`src/source/pixel_priority_pkg.sv`:
```
`default_nettype none

package pixel_priority_pkg;

    localparam int MAX_BG  = 4;  // ceiling for NUM_BG
    localparam int PRAM_AW = 7;  // 128 words, two entries each
    localparam int COLOR_W = 15;

    // display control bits
    localparam int DISP_BG_EN_LSB = 8;
    localparam int DISP_OBJ_EN    = 12;
    localparam int DISP_WIN0_EN   = 13;
    localparam int DISP_WIN1_EN   = 14;
    localparam int DISP_OBJWIN_EN = 15;

    // window control byte, same layout for win0, win1, outside and obj window
    localparam int WIN_BG_EN_LSB = 0;
    localparam int WIN_OBJ_EN    = 4;
    localparam int EFFECTS_BIT   = 5;

    localparam logic [1:0] OBJ_MODE_NORMAL = 2'd0;
    localparam logic [1:0] OBJ_MODE_SEMI   = 2'd1;
    localparam logic [1:0] OBJ_MODE_WINDOW = 2'd2;  // marks obj window only

    typedef struct packed {
        logic [5:0] rsvd;
        logic [3:0] bank;
        logic [1:0] prio;   // lower wins
        logic [7:0] index;  // 0 is transparent
    } bg_view_t;

    typedef struct packed {
        logic [7:0] rsvd;
        logic [1:0] mode;
        logic [1:0] prio;
        logic [7:0] index;
    } obj_view_t;

    // index and prio sit at the same bits in both views
    typedef union packed {
        bg_view_t  bg;
        obj_view_t obj;
    } layer_word_u;

    typedef enum logic [2:0] {
        LAYER_BG0      = 3'd0,
        LAYER_BG1      = 3'd1,
        LAYER_BG2      = 3'd2,
        LAYER_BG3      = 3'd3,
        LAYER_OBJ      = 3'd4,
        LAYER_BACKDROP = 3'd5
    } layer_id_e;

    localparam layer_word_u BACKDROP_WORD = '0;  // palette entry 0

endpackage

`default_nettype wire

```
`src/source/window_mask.sv`:
```
`timescale 1ns/1ps
`default_nettype none

module window_mask #(
    parameter int NUM_BG = 4
) (
    input  logic                                         clk,
    input  logic                                         arst_n,
    input  logic                                         pixel_valid,
    input  logic [7:0]                                   col,
    input  logic [7:0]                                   line,
    input  pixel_priority_pkg::layer_word_u              obj_word,
    input  pixel_priority_pkg::layer_word_u [NUM_BG-1:0] bg_words,
    input  logic [15:0]                                  disp_ctrl,
    input  logic [15:0]                                  win_in,
    input  logic [15:0]                                  win_out,
    input  logic [15:0]                                  win0_h,
    input  logic [15:0]                                  win1_h,
    input  logic [15:0]                                  win0_v,
    input  logic [15:0]                                  win1_v,
    output logic                                         mask_valid,
    output logic [NUM_BG:0]                              layer_en,
    output logic                                         effects_en,
    output pixel_priority_pkg::layer_word_u              obj_word_q,
    output pixel_priority_pkg::layer_word_u [NUM_BG-1:0] bg_words_q
);
    import pixel_priority_pkg::*;

    logic                 in_win0;
    logic                 in_win1;
    logic                 on_obj_win;
    logic                 any_win;
    logic [EFFECTS_BIT:0] ctrl_sel;
    logic [MAX_BG-1:0]    bg_en_all;
    logic [NUM_BG:0]      layer_en_d;

    // start inclusive, end exclusive
    function automatic logic in_span(input logic [7:0] pos, input logic [15:0] span);
        return (pos >= span[15:8]) && (pos < span[7:0]);
    endfunction

    assign in_win0 = disp_ctrl[DISP_WIN0_EN] && in_span(col, win0_h) && in_span(line, win0_v);
    assign in_win1 = disp_ctrl[DISP_WIN1_EN] && in_span(col, win1_h) && in_span(line, win1_v);

    assign on_obj_win = disp_ctrl[DISP_OBJWIN_EN]
                     && (obj_word.obj.mode == OBJ_MODE_WINDOW)
                     && (obj_word.obj.index != 8'd0);

    assign any_win = disp_ctrl[DISP_WIN0_EN] | disp_ctrl[DISP_WIN1_EN]
                   | disp_ctrl[DISP_OBJWIN_EN];

    always_comb begin
        if (!any_win) begin
            ctrl_sel = '1;  // no windows, everything on
        end else if (in_win0) begin
            ctrl_sel = win_in[EFFECTS_BIT:0];
        end else if (in_win1) begin
            ctrl_sel = win_in[8 +: EFFECTS_BIT + 1];
        end else if (on_obj_win) begin
            ctrl_sel = win_out[8 +: EFFECTS_BIT + 1];
        end else begin
            ctrl_sel = win_out[EFFECTS_BIT:0];  // outside
        end
    end

    assign bg_en_all  = ctrl_sel[WIN_BG_EN_LSB +: MAX_BG] & disp_ctrl[DISP_BG_EN_LSB +: MAX_BG];
    assign layer_en_d = {bg_en_all[NUM_BG-1:0], ctrl_sel[WIN_OBJ_EN] & disp_ctrl[DISP_OBJ_EN]};

    always_ff @(posedge clk or negedge arst_n) begin
        if (!arst_n) begin
            mask_valid <= 1'b0;
            layer_en   <= '0;
            effects_en <= 1'b0;
        end else begin
            mask_valid <= pixel_valid;
            if (pixel_valid) begin
                layer_en   <= layer_en_d;
                effects_en <= ctrl_sel[EFFECTS_BIT];
            end
        end
    end

    always_ff @(posedge clk) begin
        if (pixel_valid) begin
            obj_word_q <= obj_word;
            bg_words_q <= bg_words;
        end
    end

endmodule

`default_nettype wire

```
`src/source/rank_stage.sv`:
```
`timescale 1ns/1ps
`default_nettype none

module rank_stage (
    input  logic                           clk,
    input  logic                           arst_n,
    input  logic                           in_valid,
    input  logic                           in_effects,
    input  pixel_priority_pkg::layer_word_u cand_word,
    input  pixel_priority_pkg::layer_id_e   cand_id,
    input  logic                           cand_en,
    input  pixel_priority_pkg::layer_word_u top_word_in,
    input  pixel_priority_pkg::layer_id_e   top_id_in,
    input  pixel_priority_pkg::layer_word_u bot_word_in,
    input  pixel_priority_pkg::layer_id_e   bot_id_in,
    output logic                           out_valid,
    output logic                           out_effects,
    output pixel_priority_pkg::layer_word_u top_word_out,
    output pixel_priority_pkg::layer_id_e   top_id_out,
    output pixel_priority_pkg::layer_word_u bot_word_out,
    output pixel_priority_pkg::layer_id_e   bot_id_out
);
    import pixel_priority_pkg::*;

    logic obj_win_word;
    logic is_cand;
    logic beats_top;
    logic beats_bot;

    // strict compare, so ties stay with the earlier slot
    function automatic logic outranks(input layer_word_u cand,
                                      input layer_word_u held,
                                      input layer_id_e   held_id);
        return (held_id == LAYER_BACKDROP) || (cand.bg.prio < held.bg.prio);
    endfunction

    assign obj_win_word = (cand_id == LAYER_OBJ) && (cand_word.obj.mode == OBJ_MODE_WINDOW);
    assign is_cand      = cand_en && (cand_word.bg.index != 8'd0) && !obj_win_word;

    assign beats_top = is_cand && outranks(cand_word, top_word_in, top_id_in);
    assign beats_bot = is_cand && outranks(cand_word, bot_word_in, bot_id_in);

    always_ff @(posedge clk or negedge arst_n) begin
        if (!arst_n) begin
            out_valid <= 1'b0;
        end else begin
            out_valid <= in_valid;
        end
    end

    always_ff @(posedge clk) begin
        if (in_valid) begin
            out_effects <= in_effects;
            if (beats_top) begin
                top_word_out <= cand_word;
                top_id_out   <= cand_id;
                bot_word_out <= top_word_in;  // old top drops to second
                bot_id_out   <= top_id_in;
            end else if (beats_bot) begin
                top_word_out <= top_word_in;
                top_id_out   <= top_id_in;
                bot_word_out <= cand_word;
                bot_id_out   <= cand_id;
            end else begin
                top_word_out <= top_word_in;
                top_id_out   <= top_id_in;
                bot_word_out <= bot_word_in;
                bot_id_out   <= bot_id_in;
            end
        end
    end

endmodule

`default_nettype wire

```
`src/source/palette_fetch.sv`:
```
`timescale 1ns/1ps
`default_nettype none

module palette_fetch #(
    parameter int NUM_BG = 4
) (
    input  logic                                     clk,
    input  logic                                     arst_n,
    input  logic                                     rank_valid,
    input  logic                                     rank_effects,
    input  pixel_priority_pkg::layer_word_u           top_word,
    input  pixel_priority_pkg::layer_id_e             top_id,
    input  pixel_priority_pkg::layer_word_u           bot_word,
    input  pixel_priority_pkg::layer_id_e             bot_id,
    input  logic [31:0]                              pram_data,
    output logic                                     pram_read,
    output logic [pixel_priority_pkg::PRAM_AW-1:0]   pram_addr,
    output logic                                     color_valid,
    output logic [pixel_priority_pkg::COLOR_W-1:0]   color_top,
    output logic [pixel_priority_pkg::COLOR_W-1:0]   color_bottom,
    output pixel_priority_pkg::layer_id_e             layer_top,
    output pixel_priority_pkg::layer_id_e             layer_bottom,
    output logic                                     effects_en
);
    import pixel_priority_pkg::*;

    logic               fetch_top_q;  // top data on the bus and bottom read out
    logic               fetch_bot_q;  // bottom data on the bus
    logic               shared_word;
    logic [7:0]         top_idx_q;
    logic [7:0]         bot_idx_q;
    layer_id_e          top_id_q;
    layer_id_e          bot_id_q;
    logic               effects_q;
    logic [31:0]        word_hold_q;
    logic [31:0]        bot_src;
    logic [COLOR_W-1:0] top_color_q;
    logic [COLOR_W-1:0] bot_color;

    // odd entries live in the upper half
    function automatic logic [COLOR_W-1:0] pick_half(input logic [31:0] word, input logic odd);
        return odd ? word[30:16] : word[14:0];
    endfunction

    assign shared_word = (top_idx_q[7:1] == bot_idx_q[7:1]);

    // second read skipped when both entries sit in one word
    assign pram_read = rank_valid | (fetch_top_q & ~shared_word);
    assign pram_addr = fetch_top_q ? bot_idx_q[7:1] : top_word.bg.index[7:1];

    assign bot_src   = shared_word ? word_hold_q : pram_data;
    assign bot_color = pick_half(bot_src, bot_idx_q[0]);

    always_ff @(posedge clk or negedge arst_n) begin
        if (!arst_n) begin
            fetch_top_q <= 1'b0;
            fetch_bot_q <= 1'b0;
            color_valid <= 1'b0;
        end else begin
            fetch_top_q <= rank_valid;
            fetch_bot_q <= fetch_top_q;
            color_valid <= fetch_bot_q;
        end
    end

    // pixel context held until the outputs load
    always_ff @(posedge clk) begin
        if (rank_valid) begin
            top_idx_q <= top_word.bg.index;
            bot_idx_q <= bot_word.bg.index;
            top_id_q  <= top_id;
            bot_id_q  <= bot_id;
            effects_q <= rank_effects;
        end
    end

    always_ff @(posedge clk) begin
        if (fetch_top_q) begin
            top_color_q <= pick_half(pram_data, top_idx_q[0]);
            word_hold_q <= pram_data;  // reused if bottom shares the word
        end
    end

    always_ff @(posedge clk) begin
        if (fetch_bot_q) begin
            color_top    <= top_color_q;
            color_bottom <= bot_color;
            layer_top    <= top_id_q;
            layer_bottom <= bot_id_q;
            effects_en   <= effects_q;
        end
    end

endmodule

`default_nettype wire

```
`src/source/pixel_priority_top.sv`:
```
`timescale 1ns/1ps
`default_nettype none

module pixel_priority_top #(
    parameter int NUM_BG = 4
) (
    input  logic                                         clk,
    input  logic                                         arst_n,
    input  logic                                         pixel_valid,
    input  logic [7:0]                                   col,
    input  logic [7:0]                                   line,
    input  pixel_priority_pkg::layer_word_u              obj_word,
    input  pixel_priority_pkg::layer_word_u [NUM_BG-1:0] bg_words,
    input  logic [15:0]                                  disp_ctrl,
    input  logic [15:0]                                  win_in,
    input  logic [15:0]                                  win_out,
    input  logic [15:0]                                  win0_h,
    input  logic [15:0]                                  win1_h,
    input  logic [15:0]                                  win0_v,
    input  logic [15:0]                                  win1_v,
    input  logic [31:0]                                  pram_data,
    output logic                                         pram_read,
    output logic [pixel_priority_pkg::PRAM_AW-1:0]       pram_addr,
    output logic                                         color_valid,
    output logic [pixel_priority_pkg::COLOR_W-1:0]       color_top,
    output logic [pixel_priority_pkg::COLOR_W-1:0]       color_bottom,
    output pixel_priority_pkg::layer_id_e                 layer_top,
    output pixel_priority_pkg::layer_id_e                 layer_bottom,
    output logic                                         effects_en
);
    import pixel_priority_pkg::*;

    logic                     mask_valid;
    logic                     mask_effects;
    logic [NUM_BG:0]          layer_en;
    layer_word_u              obj_word_q;
    layer_word_u [NUM_BG-1:0] bg_words_q;

    // slot 0 is obj, slot k+1 is bg k; row g feeds stage g
    layer_word_u [NUM_BG:0]   word_row [NUM_BG+1];
    logic [NUM_BG:0]          en_row   [NUM_BG+1];

    logic                     valid_chain    [NUM_BG+2];
    logic                     effects_chain  [NUM_BG+2];
    layer_word_u              top_word_chain [NUM_BG+2];
    layer_id_e                top_id_chain   [NUM_BG+2];
    layer_word_u              bot_word_chain [NUM_BG+2];
    layer_id_e                bot_id_chain   [NUM_BG+2];

    window_mask #(
        .NUM_BG (NUM_BG)
    ) u_window_mask (
        .clk         (clk),
        .arst_n      (arst_n),
        .pixel_valid (pixel_valid),
        .col         (col),
        .line        (line),
        .obj_word    (obj_word),
        .bg_words    (bg_words),
        .disp_ctrl   (disp_ctrl),
        .win_in      (win_in),
        .win_out     (win_out),
        .win0_h      (win0_h),
        .win1_h      (win1_h),
        .win0_v      (win0_v),
        .win1_v      (win1_v),
        .mask_valid  (mask_valid),
        .layer_en    (layer_en),
        .effects_en  (mask_effects),
        .obj_word_q  (obj_word_q),
        .bg_words_q  (bg_words_q)
    );

    // chain starts from a backdrop pair
    assign valid_chain[0]    = mask_valid;
    assign effects_chain[0]  = mask_effects;
    assign top_word_chain[0] = BACKDROP_WORD;
    assign top_id_chain[0]   = LAYER_BACKDROP;
    assign bot_word_chain[0] = BACKDROP_WORD;
    assign bot_id_chain[0]   = LAYER_BACKDROP;

    for (genvar g = 0; g <= NUM_BG; g++) begin : g_stage
        localparam layer_id_e CAND_ID = (g == 0) ? LAYER_OBJ : layer_id_e'(g - 1);

        if (g == 0) begin : g_row_head
            assign word_row[0] = {bg_words_q, obj_word_q};
            assign en_row[0]   = layer_en;
        end else begin : g_row_skew
            always_ff @(posedge clk) begin
                word_row[g] <= word_row[g-1];  // one cycle of skew per stage
                en_row[g]   <= en_row[g-1];
            end
        end

        rank_stage u_rank_stage (
            .clk          (clk),
            .arst_n       (arst_n),
            .in_valid     (valid_chain[g]),
            .in_effects   (effects_chain[g]),
            .cand_word    (word_row[g][g]),
            .cand_id      (CAND_ID),
            .cand_en      (en_row[g][g]),
            .top_word_in  (top_word_chain[g]),
            .top_id_in    (top_id_chain[g]),
            .bot_word_in  (bot_word_chain[g]),
            .bot_id_in    (bot_id_chain[g]),
            .out_valid    (valid_chain[g+1]),
            .out_effects  (effects_chain[g+1]),
            .top_word_out (top_word_chain[g+1]),
            .top_id_out   (top_id_chain[g+1]),
            .bot_word_out (bot_word_chain[g+1]),
            .bot_id_out   (bot_id_chain[g+1])
        );
    end

    palette_fetch #(
        .NUM_BG (NUM_BG)
    ) u_palette_fetch (
        .clk          (clk),
        .arst_n       (arst_n),
        .rank_valid   (valid_chain[NUM_BG+1]),
        .rank_effects (effects_chain[NUM_BG+1]),
        .top_word     (top_word_chain[NUM_BG+1]),
        .top_id       (top_id_chain[NUM_BG+1]),
        .bot_word     (bot_word_chain[NUM_BG+1]),
        .bot_id       (bot_id_chain[NUM_BG+1]),
        .pram_data    (pram_data),
        .pram_read    (pram_read),
        .pram_addr    (pram_addr),
        .color_valid  (color_valid),
        .color_top    (color_top),
        .color_bottom (color_bottom),
        .layer_top    (layer_top),
        .layer_bottom (layer_bottom),
        .effects_en   (effects_en)
    );

endmodule

`default_nettype wire

```
`config.mk`:
```
export PLATFORM = sky130hd
export DESIGN_NAME = pixel_priority_top
export DESIGN_NICKNAME = d
export VERILOG_FILES = /design/src/source/pixel_priority_pkg.sv /design/src/source/window_mask.sv /design/src/source/rank_stage.sv /design/src/source/palette_fetch.sv /design/src/source/pixel_priority_top.sv
export SDC_FILE = /design/constraint.sdc
export NUM_CORES = 1
export LEC_CHECK = 0
export BUFFER_PORTS_ARGS = -buffer_cell sky130_fd_sc_hd__buf_2
export CAP_MARGIN = 0
export CORE_MARGIN = 1
export CORE_UTILIZATION = 45
export DETAILED_ROUTE_END_ITERATION = 12
export GPL_TIMING_DRIVEN = 0
export PLACE_DENSITY = 0.71
export SLEW_MARGIN = 20
export SYNTH_ARGS = -nofsm -noshare
export SYNTH_HDL_FRONTEND = slang
export SYNTH_SLANG_ARGS = --single-unit
```
`constraint.sdc`:
```
create_clock -name clk -period 7 [get_ports clk]
set_input_delay 0.35 -clock clk [delete_from_list [all_inputs] [get_ports clk]]
set_output_delay 0.35 -clock clk [all_outputs]
set_load 0.02 [all_outputs]
```
==> qor.yml <==
outcome: "finished, final reports clean"
ios: 309
hold_depth: 1
dp_slack_ns: 4.15
hold_start: "obj_word[8]"
fp-row-count: 66
end_kind: "primary output"
cp-start-kind: "register"
finalHoldViolCount: 0
finalWorstSetupSlack_ns: 4.23
p_leak_nw: 7.50
finalClockSkew_ns: 0.0230
dieArea_sq_um: 33900
clockBufferDepth: 3
numCtsBuffers: 39
vdd_drop_max_v: 0.000160
syn_to_final_growth_pct: 22.6
dr.pass1.iters: 4
final_util_pct: 56.2
initial_core_util_pct: 45.8
yosys-top-cells-area: "edfxtp_1, dfxtp_1, ha_1, mux2_2, mux2i_1"
synth_cell_types: 55
grt_pass1_wl_mm: 42.1
synth_area_sq_um: 14900
syn_nets: 1267
worst_pin_slew_ns: 1.04
r2r_cells: 7
fmax_mhz: 361
ys_ff_latch: 394
rr_endpoint: "g_stage[2].u_rank_stage.top_word_out[7]$_DFFE_PP_"
r2r_start: "g_stage[1].u_rank_stage.top_word_out[9]$_DFFE_PP_"
syn_inst: 937
drt-initial-drc-count: 298
synthArstFlopShare_pct: 3.81
globalRoute.totalOverflow: 0
synthTopCellsByCount: "edfxtp_1, dfxtp_1, inv_1, mux2_2, ha_1"
vias_per_cell: 4.81
slew_viol_final: 0
ys_seq_area_share_pct: 71.5
synth_enable_flop_cells: 269
cap_violations: 0
fp.dieW_microns: 184
p_per_area_nw_per_um2: 290
synth_top_cell_by_area: "edfxtp_1"
clk_pin_slew_ns: 0.06
required_ns: 6.65
grt_usage_pct: 15.9
fin_crit_ns: 2.77
grt_max_degree: 55
drc: 0
min_to: "u_window_mask.obj_word_q[8]$_DFFE_PP_"
final_layout_size_suffix_gt1_share_pct: 31.1
holdBufCountCts: 26
crit_type: "reg -> out"
die_y_microns: 184
wl_mm: 26.6
instances_no_fill: 1723
dp_cells: 1623
tns_ns: 0
post_cts_resized: 0
max_slew_margin_pct: 30.5
num_vias: 8290
fin_crit_sh_pct: 39.6
fin_nets: 1581
yosysTopAreaCellShare_pct: 54.2
detail-route-antenna-nets: 0
antenna_found_initial: 0
grt_pass1_vias: 8421
dp.final_hpwl_mm: 20.0
cts_setup_buffers: 0
wl_per_cell_microns: 15.4
n_antenna_cell: 0
fp.coreArea_sq_um: 32500
gp_congestion: 0.834
cp_data_arrival_time_ns: 2.42
cts_tree: "done"
hp-class: "in -> reg"
crit_path_max_fanout: 10
insertion_delay_ns: 0.53
port_buffers: 242
avgSynthCellArea_sq_um: 15.9
yosys_warnings: 0
synth.most_common_cell: "edfxtp_1"
synth_flop_cell: "edfxtp_1"
htree_levels: 2
root_buffer: "clkbuf_16"
r2r_slack_ns: 4.50
rsz0062_at_grt: "no"
setup_viol: 0
clock-sinks: 394
hold_ws_ns: 0.0215
## per-layer routing
layer / part of all wire (%) / global-route usage (%) / wire length (microns)
met5: 0 / 0 / 0
met1: 40 / 18.3 / 10700
met2: 52 / 28.8 / 13700
met4: 2.7 / 6.30 / 716
met3: 5.5 / 3.47 / 1460
## area by class of cell
| cell class | instances | area [sq um] |
|---|---|---|
| fillers | 2626 | 14300 |
| flip-flops and latches | 394 | 10700 |
| multi-input cells | 444 | 3880 |
| repair buffers | 273 | 1560 |
| clock buffers | 54 | 1110 |
| well taps | 442 | 553 |
| inverters | 75 | 282 |
| clock inverters | 17 | 130 |
| plain buffers | 24 | 105 |
## flip-flops by register name (all words and copies together), names as in the netlist, 12 cells and up
signal / count
g_stage.u_rank_stage.bot_word_out: 38
g_stage.u_rank_stage.top_word_out: 48
u_palette_fetch.color_bottom: 15
u_palette_fetch.color_top: 15
u_window_mask.obj_word_q: 12
u_window_mask.bg_words_q: 40
u_palette_fetch.top_color_q: 15
word_row: 100
u_palette_fetch.word_hold_q: 30
## critical path: stages, from the launching register on
cell and delay, ns:
edfxtp_1 0.40, xnor2_1 0.17, nand4_1 0.17, nor4_4 0.61
buf_6 0.29, o21bai_1 0.09, buf_2 0.16
## power breakdown
group	internal [mW]	switching, mW	total, mW
Combinational	0.244	0.255	0.499
Sequential	2.74	0.0969	2.84
Clock	1.16	0.814	1.97
Total	4.14	1.17	5.31
## cell families after synthesis
logic type	count (synthesis)	share of synthesized area, %
multiplexers	128	10.6
AND/OR/NAND/NOR	133	4.74
AO/OA/AOI/OAI	109	4.62
flip-flops	394	71.5
buffers and inverters	99	2.59
adder cells (fa/ha/maj)	67	5.62
XOR/XNOR	7	0.411
## layout by cell type (no fill, tap or decap), drive strengths merged, types with 3 or more instances in the layout
cell type and instances:
a21oi 22, clkbuf 72, dfrtp 15, nand2 39
or2 7, nor2 22, clkinv 11, and2 11
a211oi 8, nor3 6, nand4 5, xor2 3
nor4 11, dlygate4sd3 29, a21o 4, mux2i 38
or4 4, nand2b 15, nor2b 6, xnor2 4
inv 79, o211ai 3, mux4 15, edfxtp 269
o221a 6, mux2 75, o21ai 45, dfxtp 110
buf 250, ha 67, a31oi 5
## worst max path at each step
stage,cells past startpoint,startpoint,slack [ns],end
after floorplan,9,win1_v[5],4.61,u_window_mask.layer_en[3]$_DFFE_PN0P_
after global placement,3,u_palette_fetch.fetch_top_q$_DFF_PN0_,4.08,pram_addr[3]
after detailed placement,9,col[5],4.15,u_window_mask.layer_en[3]$_DFFE_PN0P_
after CTS,6,u_palette_fetch.bot_idx_q[4]$_DFFE_PP_,4.11,pram_read
after global routing,6,u_palette_fetch.bot_idx_q[1]$_DFFE_PP_,4.01,pram_read
final,6,u_palette_fetch.bot_idx_q[1]$_DFFE_PP_,4.23,pram_read
## stage by stage
step | instance area (sq um) | total power, mW
global placement | 16700 | 3.35
global route | 18300 | 5.53
floorplan | 14900 | 3.16
CTS | 18300 | 5.37
finish | 18300 | 5.31
detailed placement | 16700 | 3.37
(Power assumes the default switching activity.)
